==> src/exec_pkg.sv <==
package exec_pkg;

    localparam int REG_ADDR_W = 4;

    // data-processing opcodes
    typedef enum logic [2:0] {
        OP_MOV = 3'd0,
        OP_MVN = 3'd1,
        OP_ADD = 3'd2,
        OP_SUB = 3'd3,
        OP_AND = 3'd4,
        OP_ORR = 3'd5,
        OP_EOR = 3'd6,
        OP_CMP = 3'd7
    } alu_op_t;

    typedef enum logic [1:0] {
        SH_LSL = 2'd0,
        SH_LSR = 2'd1,
        SH_ASR = 2'd2,
        SH_ROR = 2'd3
    } shift_op_t;

    typedef struct packed {
        logic n;
        logic z;
        logic c;
        logic v;
    } flags_t;

    // one command, 32-bit data only
    typedef struct packed {
        alu_op_t                op;
        logic [REG_ADDR_W-1:0]  rd;
        logic [REG_ADDR_W-1:0]  rn;
        logic [REG_ADDR_W-1:0]  rm;
        logic [REG_ADDR_W-1:0]  rs;
        shift_op_t              shift_op;
        logic [4:0]             shift_imm;
        logic                   shift_by_reg;
        logic                   use_imm;
        logic [31:0]            imm;
        logic                   set_flags;
    } cmd_t;

    typedef struct packed {
        logic [31:0]            data;
        logic [REG_ADDR_W-1:0]  rd;
        logic                   wrote;
        flags_t                 flags;
    } result_t;

endpackage
==> src/stage_if.sv <==
`timescale 1ns/100ps

// valid/ready link between two stages
interface stage_if #(
    parameter type payload_t = logic
) ();

    logic     valid;
    logic     ready;
    payload_t payload;

    // sender side
    modport src (
        output valid,
        output payload,
        input  ready
    );

    // receiver side
    modport dst (
        input  valid,
        input  payload,
        output ready
    );

endinterface

==> src/exec_top.sv <==
`timescale 1ns/100ps

module exec_top #(
    parameter int XLEN = 32
) (
    input  logic                              clk,
    input  logic                              rst,
    input  logic                              cmd_valid,
    input  exec_pkg::alu_op_t                 cmd_op,
    input  logic [exec_pkg::REG_ADDR_W-1:0]   cmd_rd,
    input  logic [exec_pkg::REG_ADDR_W-1:0]   cmd_rn,
    input  logic [exec_pkg::REG_ADDR_W-1:0]   cmd_rm,
    input  logic [exec_pkg::REG_ADDR_W-1:0]   cmd_rs,
    input  exec_pkg::shift_op_t               cmd_shift_op,
    input  logic [4:0]                        cmd_shift_imm,
    input  logic                              cmd_shift_by_reg,
    input  logic                              cmd_use_imm,
    input  logic [XLEN-1:0]                   cmd_imm,
    input  logic                              cmd_set_flags,
    output logic                              cmd_ready,
    output logic                              res_valid,
    output logic [XLEN-1:0]                   res_data,
    output logic [exec_pkg::REG_ADDR_W-1:0]   res_rd,
    output logic                              res_wrote,
    output exec_pkg::flags_t                  res_flags,
    input  logic                              res_ready
);

    exec_pkg::cmd_t    cmd_pkt;
    exec_pkg::result_t res_pkt;

    stage_if #(.payload_t(exec_pkg::cmd_t))    cmd_link ();
    stage_if #(.payload_t(exec_pkg::result_t)) res_link ();

    assign cmd_pkt.op           = cmd_op;
    assign cmd_pkt.rd           = cmd_rd;
    assign cmd_pkt.rn           = cmd_rn;
    assign cmd_pkt.rm           = cmd_rm;
    assign cmd_pkt.rs           = cmd_rs;
    assign cmd_pkt.shift_op     = cmd_shift_op;
    assign cmd_pkt.shift_imm    = cmd_shift_imm;
    assign cmd_pkt.shift_by_reg = cmd_shift_by_reg;
    assign cmd_pkt.use_imm      = cmd_use_imm;
    assign cmd_pkt.imm          = cmd_imm;
    assign cmd_pkt.set_flags    = cmd_set_flags;

    cmd_intake cmd_intake_i (
        .clk         (clk),
        .rst         (rst),
        .cmd_valid   (cmd_valid),
        .cmd_payload (cmd_pkt),
        .cmd_ready   (cmd_ready),
        .cmd_link    (cmd_link.src)
    );

    exec_datapath #(.XLEN(XLEN)) exec_datapath_i (
        .clk      (clk),
        .rst      (rst),
        .cmd_link (cmd_link.dst),
        .res_link (res_link.src)
    );

    result_out result_out_i (
        .clk         (clk),
        .rst         (rst),
        .res_link    (res_link.dst),
        .res_valid   (res_valid),
        .res_payload (res_pkt),
        .res_ready   (res_ready)
    );

    assign res_data  = res_pkt.data;
    assign res_rd    = res_pkt.rd;
    assign res_wrote = res_pkt.wrote;
    assign res_flags = res_pkt.flags;

endmodule

==> src/result_out.sv <==
`timescale 1ns/100ps

module result_out (
    input  logic                clk,
    input  logic                rst,
    stage_if.dst                res_link,
    output logic                res_valid,
    output exec_pkg::result_t   res_payload,
    input  logic                res_ready
);

    logic              full;
    exec_pkg::result_t held_res;
    logic              take;

    // room now, or the outside takes the held result at this edge
    assign res_link.ready = !full || res_ready;
    assign take = res_link.valid && res_link.ready;

    always_ff @(posedge clk) begin
        if (rst) begin
            full <= 1'b0;
        end else if (take) begin
            full <= 1'b1;
        end else if (res_ready) begin
            full <= 1'b0;
        end
    end

    always_ff @(posedge clk) begin
        if (take) begin
            held_res <= res_link.payload;
        end
    end

    assign res_valid   = full;
    assign res_payload = held_res;

endmodule

==> src/exec_datapath.sv <==
`timescale 1ns/100ps

module exec_datapath #(
    parameter int XLEN = 32
) (
    input  logic    clk,
    input  logic    rst,
    stage_if.dst    cmd_link,
    stage_if.src    res_link
);

    exec_pkg::cmd_t   ex_cmd;
    logic             ex_valid;
    logic [XLEN-1:0]  a_reg;
    logic [XLEN-1:0]  b_reg;
    logic [XLEN-1:0]  s_reg;
    exec_pkg::flags_t status_reg;
    exec_pkg::flags_t status_next;
    exec_pkg::flags_t alu_flags;
    logic [XLEN-1:0]  a_data;
    logic [XLEN-1:0]  b_data;
    logic [XLEN-1:0]  s_data;
    logic [XLEN-1:0]  a_in;
    logic [XLEN-1:0]  b_in;
    logic [XLEN-1:0]  s_in;
    logic [XLEN-1:0]  shift_out;
    logic             shift_carry;
    logic [XLEN-1:0]  alu_out;
    logic             ex_wrote;
    logic             ex_fire;
    logic             ex_free;
    logic             op_load;
    logic             fwd_a;
    logic             fwd_b;
    logic             fwd_s;
    logic             flag_upd;
    logic             is_arith;

    // stall control, all from the result side
    assign ex_wrote       = (ex_cmd.op != exec_pkg::OP_CMP);
    assign ex_fire        = ex_valid && res_link.ready;
    assign ex_free        = !ex_valid || res_link.ready;
    assign cmd_link.ready = ex_free;
    assign op_load        = cmd_link.valid && ex_free;

    regfile #(.XLEN(XLEN)) regfile_i (
        .clk    (clk),
        .rst    (rst),
        .w_en   (ex_fire && ex_wrote),
        .w_addr (ex_cmd.rd),
        .w_data (alu_out),
        .a_addr (cmd_link.payload.rn),
        .b_addr (cmd_link.payload.rm),
        .s_addr (cmd_link.payload.rs),
        .a_data (a_data),
        .b_data (b_data),
        .s_data (s_data)
    );

    // bypass the value being written at this same edge
    assign fwd_a = ex_valid && ex_wrote && (cmd_link.payload.rn == ex_cmd.rd);
    assign fwd_b = ex_valid && ex_wrote && (cmd_link.payload.rm == ex_cmd.rd);
    assign fwd_s = ex_valid && ex_wrote && (cmd_link.payload.rs == ex_cmd.rd);

    assign a_in = fwd_a ? alu_out : a_data;
    assign b_in = cmd_link.payload.use_imm ? cmd_link.payload.imm :
                  fwd_b ? alu_out : b_data;
    assign s_in = !cmd_link.payload.shift_by_reg ? XLEN'(cmd_link.payload.shift_imm) :
                  fwd_s ? alu_out : s_data;

    always_ff @(posedge clk) begin
        if (rst) begin
            ex_valid <= 1'b0;
        end else if (ex_free) begin
            ex_valid <= cmd_link.valid;
        end
    end

    always_ff @(posedge clk) begin
        if (op_load) begin
            ex_cmd <= cmd_link.payload;
            a_reg  <= a_in;
            b_reg  <= b_in;
            s_reg  <= s_in;
        end
    end

    shifter #(.XLEN(XLEN)) shifter_i (
        .shift_in  (b_reg),
        .shift_op  (ex_cmd.shift_op),
        .shift_amt (s_reg),
        .shift_out (shift_out),
        .carry_out (shift_carry)
    );

    alu #(.XLEN(XLEN)) alu_i (
        .val_a       (a_reg),
        .val_b       (shift_out),
        .op          (ex_cmd.op),
        .shift_carry (shift_carry),
        .alu_out     (alu_out),
        .flags       (alu_flags)
    );

    // flags after this command
    assign flag_upd = ex_cmd.set_flags || (ex_cmd.op == exec_pkg::OP_CMP);
    assign is_arith = (ex_cmd.op == exec_pkg::OP_ADD) || (ex_cmd.op == exec_pkg::OP_SUB) ||
                      (ex_cmd.op == exec_pkg::OP_CMP);

    always_comb begin
        status_next = status_reg;
        if (flag_upd) begin
            status_next.n = alu_flags.n;
            status_next.z = alu_flags.z;
            status_next.c = alu_flags.c;
            if (is_arith) begin
                status_next.v = alu_flags.v;
            end
        end
    end

    always_ff @(posedge clk) begin
        if (rst) begin
            status_reg <= '0;
        end else if (ex_fire) begin
            status_reg <= status_next;
        end
    end

    assign res_link.valid         = ex_valid;
    assign res_link.payload.data  = alu_out;
    assign res_link.payload.rd    = ex_cmd.rd;
    assign res_link.payload.wrote = ex_wrote;
    assign res_link.payload.flags = status_next;

endmodule

==> src/alu.sv <==
`timescale 1ns/100ps

module alu #(
    parameter int XLEN = 32
) (
    input  logic [XLEN-1:0]       val_a,
    input  logic [XLEN-1:0]       val_b,
    input  exec_pkg::alu_op_t     op,
    input  logic                  shift_carry,
    output logic [XLEN-1:0]       alu_out,
    output exec_pkg::flags_t      flags
);

    logic            is_sub;
    logic            is_arith;
    logic [XLEN-1:0] b_eff;
    logic [XLEN:0]   sum;
    logic            overflow;

    assign is_sub   = (op == exec_pkg::OP_SUB) || (op == exec_pkg::OP_CMP);
    assign is_arith = is_sub || (op == exec_pkg::OP_ADD);

    // a - b as a + ~b + 1, so carry set means no borrow
    assign b_eff    = is_sub ? ~val_b : val_b;
    assign sum      = {1'b0, val_a} + {1'b0, b_eff} + {{XLEN{1'b0}}, is_sub};
    assign overflow = (val_a[XLEN-1] == b_eff[XLEN-1]) && (sum[XLEN-1] != val_a[XLEN-1]);

    always_comb begin
        case (op)
            exec_pkg::OP_MOV: alu_out = val_b;
            exec_pkg::OP_MVN: alu_out = ~val_b;
            exec_pkg::OP_AND: alu_out = val_a & val_b;
            exec_pkg::OP_ORR: alu_out = val_a | val_b;
            exec_pkg::OP_EOR: alu_out = val_a ^ val_b;
            default:          alu_out = sum[XLEN-1:0];
        endcase
    end

    assign flags.n = alu_out[XLEN-1];
    assign flags.z = (alu_out == '0);
    assign flags.c = is_arith ? sum[XLEN] : shift_carry;
    // logical ops keep the old V in the status register
    assign flags.v = is_arith ? overflow : 1'b0;

endmodule

==> src/shifter.sv <==
`timescale 1ns/100ps

module shifter #(
    parameter int XLEN = 32
) (
    input  logic [XLEN-1:0]       shift_in,
    input  exec_pkg::shift_op_t   shift_op,
    input  logic [XLEN-1:0]       shift_amt,
    output logic [XLEN-1:0]       shift_out,
    output logic                  carry_out
);

    localparam int AMT_W = $clog2(XLEN);

    logic [AMT_W-1:0] amt;
    logic [XLEN:0]    wide;

    // only the low bits of S count
    assign amt = shift_amt[AMT_W-1:0];

    // extra bit catches the last bit shifted out
    always_comb begin
        case (shift_op)
            exec_pkg::SH_LSL: wide = {1'b0, shift_in} << amt;
            exec_pkg::SH_LSR: wide = {shift_in, 1'b0} >> amt;
            exec_pkg::SH_ASR: wide = $signed({shift_in, 1'b0}) >>> amt;
            default: begin
                wide[XLEN:1] = (shift_in >> amt) | (shift_in << (XLEN - int'(amt)));
                wide[0]      = wide[XLEN];
            end
        endcase
    end

    assign shift_out = (shift_op == exec_pkg::SH_LSL) ? wide[XLEN-1:0] : wide[XLEN:1];
    // zero amount passes through with no carry
    assign carry_out = (amt == '0) ? 1'b0 :
                       (shift_op == exec_pkg::SH_LSL) ? wide[XLEN] : wide[0];

endmodule

==> src/regfile.sv <==
`timescale 1ns/100ps

module regfile #(
    parameter int XLEN = 32
) (
    input  logic                              clk,
    input  logic                              rst,
    input  logic                              w_en,
    input  logic [exec_pkg::REG_ADDR_W-1:0]   w_addr,
    input  logic [XLEN-1:0]                   w_data,
    input  logic [exec_pkg::REG_ADDR_W-1:0]   a_addr,
    input  logic [exec_pkg::REG_ADDR_W-1:0]   b_addr,
    input  logic [exec_pkg::REG_ADDR_W-1:0]   s_addr,
    output logic [XLEN-1:0]                   a_data,
    output logic [XLEN-1:0]                   b_data,
    output logic [XLEN-1:0]                   s_data
);

    localparam int NUM_REGS = 1 << exec_pkg::REG_ADDR_W;

    logic [XLEN-1:0] regs [NUM_REGS];

    always_ff @(posedge clk) begin
        if (rst) begin
            for (int i = 0; i < NUM_REGS; i++) begin
                regs[i] <= '0;
            end
        end else if (w_en) begin
            regs[w_addr] <= w_data;
        end
    end

    // old value during a write, bypass lives in the datapath
    assign a_data = regs[a_addr];
    assign b_data = regs[b_addr];
    assign s_data = regs[s_addr];

endmodule

==> src/cmd_intake.sv <==
`timescale 1ns/100ps

module cmd_intake (
    input  logic              clk,
    input  logic              rst,
    input  logic              cmd_valid,
    input  exec_pkg::cmd_t    cmd_payload,
    output logic              cmd_ready,
    stage_if.src              cmd_link
);

    logic           full;
    exec_pkg::cmd_t held_cmd;
    exec_pkg::cmd_t norm_cmd;
    logic           take;

    // free now, or the held command leaves at this edge
    assign cmd_ready = !full || cmd_link.ready;
    assign take = cmd_valid && cmd_ready;

    // an immediate operand carries no shift
    always_comb begin
        norm_cmd = cmd_payload;
        if (cmd_payload.use_imm) begin
            norm_cmd.shift_by_reg = 1'b0;
            norm_cmd.shift_imm    = '0;
            norm_cmd.shift_op     = exec_pkg::SH_LSL;
        end
    end

    always_ff @(posedge clk) begin
        if (rst) begin
            full <= 1'b0;
        end else if (take) begin
            full <= 1'b1;
        end else if (cmd_link.ready) begin
            full <= 1'b0;
        end
    end

    always_ff @(posedge clk) begin
        if (take) begin
            held_cmd <= norm_cmd;
        end
    end

    assign cmd_link.valid   = full;
    assign cmd_link.payload = held_cmd;

endmodule

==> config.mk <==
export PLATFORM = sky130hd
export DESIGN_NAME = exec_top
export DESIGN_NICKNAME = d
export VERILOG_FILES = /design/src/exec_pkg.sv /design/src/stage_if.sv /design/src/exec_top.sv /design/src/result_out.sv /design/src/exec_datapath.sv /design/src/alu.sv /design/src/shifter.sv /design/src/regfile.sv /design/src/cmd_intake.sv
export SDC_FILE = /design/constraint.sdc
export NUM_CORES = 2
export LEC_CHECK = 0
export BUFFER_PORTS_ARGS = -buffer_cell sky130_fd_sc_hd__buf_2
export CAP_MARGIN = 20
export CORE_MARGIN = 1
export CORE_UTILIZATION = 65
export DETAILED_ROUTE_END_ITERATION = 8
export PLACE_DENSITY = 0.87
export SLEW_MARGIN = 20
export SYNTH_ARGS = -nofsm -noshare
export SYNTH_HDL_FRONTEND = slang
export SYNTH_HIERARCHICAL = 1
export SYNTH_SLANG_ARGS = --single-unit
==> constraint.sdc <==
create_clock -name clk -period 8.3 [get_ports clk]
set_input_delay 2.075 -clock clk [delete_from_list [all_inputs] [get_ports clk]]
set_output_delay 2.075 -clock clk [all_outputs]
set_load 0.02 [all_outputs]
Word-level counts from Yosys, hierarchy flattened. Memories as Yosys holds them, arrays and structs flattened. A register that Yosys moved wholly into a read port is not among the register bits. Index checks and enable logic that the tools add are counted.

Bitwise gates (word level): 5. Add/subtract/negate cells: 3. Shift operators: 5. Reductions and logical operators: 27. Equal/unequal tests: 15. Muxes and demuxes: 30.

Operator list (number): 2-to-1 mux 32 bit (6); case mux 32 bit (5 select lines) (1); case mux 33 bit (3 select lines) (1); bitwise OR 32 bit (2); adder 32 x 32 -> 33 bit (1); adder 33 x 1 -> 33 bit (1); left shift 32 x 5 -> 33 bit (1); right shift 33 x 5 -> 33 bit (1); >>> shifter 33 x 5 -> 33 bit (1); AND 32 bit (1); zero test 32 bit (1); inverter 32 bit (1); OR reduction 32 bit (1); left shift 32 x 32 -> 32 bit (1); right shift 32 x 5 -> 32 bit (1); bitwise XOR 32 bit (1); 2-to-1 mux 4 bit (5); 2-to-1 mux 1 bit (15); equality test 3 bit, second input constant (4); equality test 4 bit (3); 2-to-1 mux 5 bit (2); logical AND 1 bit (9); logical OR 1 bit (8); subtractor 6 x 5 -> 7 bit, first input constant (1); other kinds (12) (16).

Word-level logic and storage cells: 118. Input port bits: 65. Output and inout bits: 43. Memories kept: 1. Register bits: 188. RAM bits: 512.

Memory list: exec_datapath_i.regfile_i.regs (depth 16, width 32, read ports 3, clocked after Yosys merged registers in 3, write ports 16, line regfile.sv:21) `logic [XLEN-1:0] regs [NUM_REGS];`.

Longest topological paths before layout.
Word-level depth: 14. Gate-level depth with buffers: 29. Depth with buffers taken out: 25.

Hierarchy. The synthesis kept the hierarchy.

Modules (own cells, without submodules): regfile (cells an instance 1958, area each 30271.5 µm², times used 1, sequential area each 15374.7 µm²); shifter (cells an instance 859, area each 7221.9 µm², times used 1, sequential area each 0.0 µm²); alu (cells an instance 776, area each 5532.8 µm², times used 1, sequential area each 0.0 µm²); exec_datapath (cells an instance 377, area each 5465.2 µm², times used 1, sequential area each 3283.1 µm²); cmd_intake (cells an instance 74, area each 1936.9 µm², times used 1, sequential area each 1851.8 µm²); result_out (cells an instance 46, area each 1286.2 µm², times used 1, sequential area each 1251.2 µm²).

Least setup slack after synthesis. No wires, ideal clock.

Path kind: register to register. Start point: register exec_datapath_i.s_reg[0]. End point: register result_out_i.held_res (netlist bit result_out_i/res_payload[2]), data pin. Cell stages (with the launch flop): 29. Period minus slack after synthesis: 6.338 ns. Library setup time: 0.260 ns. Arrival time: 6.078 ns. Data required time: 8.040 ns. Path buffers: 6. Setup slack: 1.962 ns. Cell sequence: edfxtp_1 -> buf_6 -> buf_6 -> inv_2 -> buf_2 -> buf_4 -> ha_1 -> and2_1 -> ha_1 -> clkbuf_1 -> a21oi_4 -> nand2_1 -> o311ai_1 -> o21ai_1 -> a221oi_1 -> inv_1 -> xnor2_1 -> ha_1 -> buf_2 -> a21oi_1 -> o21ai_0 -> or3_1 -> o211ai_2 -> a211oi_1 -> nor3_1 -> nor3_1 -> nand4b_1 -> nor4_2 -> mux2_2.

RTL lines: start, declared (line exec_datapath.sv:16) `logic [XLEN-1:0] s_reg;`; start signal, assigned (line exec_datapath.sv:84) `s_reg <= s_in;`; end signal, assigned (line result_out.sv:32) `held_res <= res_link.payload;`; end, declared (line result_out.sv:13) `exec_pkg::result_t held_res;`.

==> metrics.md <==
| Metric | Value |
|---|---|
| M3 GR Usage | 17.5% |
| Slew at the pin closest to its max-slew limit | 1300 ps |
| CTS Root Cell | clkbuf_16 |
| Cells along the critical path | buf_4, xor2_4, buf_4, nand2_1, mux2i_1, a21oi_1, a31oi_1, inv_1, xnor2_1, ha_1, a21o_1, a311oi_2, o2111ai_1, and3b_1, nor3_1, o311ai_1, a2111oi_1, nand4bb_1, nor4_2, mux2_2 |
| Grt met2 use | 75.3% |
| Fin crit share | 86.9% |
| Worst R2R Setup Slack | 1090 ps |
| Number of cells on the critical path | 20 |
| Netlist area before placement | 47,300 µm² |
| Dpl hpwl | 115,000 µm |
| Drt first-iter violations | 6,182 |
| Clk buf depth | 3 |
| Hold_buf cts | 0 |
| Yosys warning count | 6 |
| Post-Layout Cell Count | 4,748 |
| DR DRC count | 0 |
| Setup CP Type | flop to flop |
| Drt total wl | 183,000 µm |
| Max Cap Viol | 0 |
| Final Setup Violations | 0 |
| Nets | 3,891 |
| RSZ-0062 raised after global routing | false |
| GRT busiest layer | met2 |
| Max-slew headroom | 13.2% |
| Average wire per standard cell | 38.6 µm |
| Inserted Clock Buffers | 75 |
| Die area | 73,900 µm² |
| Tightest Hold Check Type | flop to flop |
| Gr ovfl total | 0 |
| CTS tree | done |
| P&R area growth vs syn | 7.95% |
| Core area | 71,700 µm² |
| Critical Path Fanout Max | 40 |
| Crit-path slowest cell | mux2i_1 |
| Fillers | 4,556 |
| Initial antenna violation count | 21 |
| Antenna Violating Nets Remaining | 0 |
| # port buffers | 107 |
| Hold violation count in the final report | 0 |
| Critical Path RT | 8800 ps |
| Syn_nets | 3,928 |
| Resize count post-CTS | 0 |
| Gate Count Post-Synth | 3,764 |
| Critical Path Sink Type | flop |
| Setup TNS | 0 ps |
| Worst path most repeated cell | buf_4 |
| Max FFs per register | 512 |
| Final Wtd Congestion | 1.13 |
| Die height | 272 µm |
| Worst R2R End | result_out_i/res_payload[2] |
| Post-layout min period | 7210 ps |
| Delay-heaviest family, CP | compound AO/OA/AOI/OAI gates |
| Worst skew pair latency | 650 ps |
| CTS clk-pin slew, worst paths | 70 ps |
| Mapped Avg Cell Area | 12.6 µm² |
| GRT Total Usage | 49.9% |
| Post-route clock skew | 35.8 ps |
| Crit start category | flop |
| Worst reg-to-reg path cell count | 20 |
| First-pass GRT wire length | 261,000 µm |
| Outcome | completed |
| VDD IR-drop max | 0.187 mV |
| WHS | 418 ps |
| Die X | 272 µm |
| Cell Pwr Density | 195 nW/µm² |
| DRT Pass-1 Iters | 7 |
| H-tree levels | 3 |
| Number of setup buffers added after CTS | 0 |
| Starting Density | 66.0% |
| Overall power | 0.00999 W |
| Crit path buffers/inverters | 3 |
| Share of layout cells above drive strength 1 | 26.6% |
| DR vias/cell | 8.00 |
| Largest Register | exec_datapath_i/regfile_i/regs |
| Vias in the first global route | 37,385 |
| Slew Limit Fails | 0 |
| CP startpoint | exec_datapath_i/s_reg[2] |
| P_leak | 18.9 nW |
| Worst R2R Start | exec_datapath_i/s_reg[2] |
| Max incr delay on CP | 580 ps |
| Cells after DPL | 4,597 |
| Clk sinks | 700 |
| Met1 Use GR | 58.7% |
| Row cnt | 98 |
| Worst Setup EP | result_out_i/res_payload[2] |
| Fmax achieved | 139 MHz |
| Data arrival time of the critical path | 7710 ps |
| Pin count of the biggest net entering global routing | 130 |
| Worst setup margin | 1090 ps |
| Via Count | 37,976 |
| Pre-CTS setup slack | 1530 ps |
| # IOs | 108 |
-- layer usage --
metal	routed length, µm	vias up	share of wire, %
li1	-	14485	-
met1	57000	18469	31
met2	81800	3853	45
met3	26700	1153	15
met4	17700	16	9.6
met5	138	-	0.075
-- power breakdown --
group / switching, W / total (W) / internal [W]
registers: 0.000159 / 0.00421 / 0.00405
clock network: 0.00148 / 0.00337 / 0.00189
logic: 0.00156 / 0.00241 / 0.000844
-- through the flow --
step | util, % | area [µm²]
floorplan | - | 47300
global placement | 67.7 | 48600
detailed placement | 67.7 | 48600
CTS | 71.1 | 51000
global route | 71.2 | 51100
finish | 71.2 | 51100
-- layout by cell type (no fill, tap or decap), types with 20 or more instances in the layout --
cell	instances
edfxtp_1	693
and2_1	493
mux4_2	380
nand2_1	217
buf_4	150
a22oi_1	146
nor2_1	134
mux2i_1	125
mux2_2	124
a21oi_1	115
buf_2	107
ha_1	98
inv_1	88
clkbuf_16	76
o21ai_0	69
nand3_1	53
xnor2_1	47
a211oi_1	39
and2_2	33
a31oi_1	32
nor3_1	31
a21o_1	21
nand4_1	20
o211ai_1	20
-- worst min-delay path by stage --
| stage | start | endpoint | slack, ps | depth (start not counted) |
|---|---|---|---|---|
| 5_1_grt | cmd_intake_i/cmd_link.payload[59] | exec_datapath_i/ex_cmd[59] | 430 | 0 |
| 4_1_cts | cmd_intake_i/cmd_link.payload[56] | exec_datapath_i/res_link.payload[7] | 420 | 0 |
| 3_5_place_dp | cmd_intake_i/cmd_link.payload[56] | exec_datapath_i/res_link.payload[7] | 400 | 0 |
| 6_report | cmd_intake_i/cmd_link.payload[0] | exec_datapath_i/ex_cmd[0] | 420 | 0 |
| 3_3_place_gp | cmd_intake_i/cmd_link.payload[60] | exec_datapath_i/ex_cmd[60] | 400 | 0 |
| 2_1_floorplan | cmd_intake_i/cmd_link.payload[0] | exec_datapath_i/ex_cmd[0] | 400 | 0 |
-- layout make-up --
type,count,area [µm²],share of cell area [%]
Multi-Input combinational cell,2593,24300,47.6
Sequential cell,700,21000,41.0
Clock buffer,96,2000,3.91
Timing Repair Buffer,265,1800,3.52
Tap cell,950,1190,2.33
Clock inverter,37,440,0.862
Inverter,92,345,0.676
Antenna cell,15,37.5,0.0734
Power figures use the tool's default switching activity.
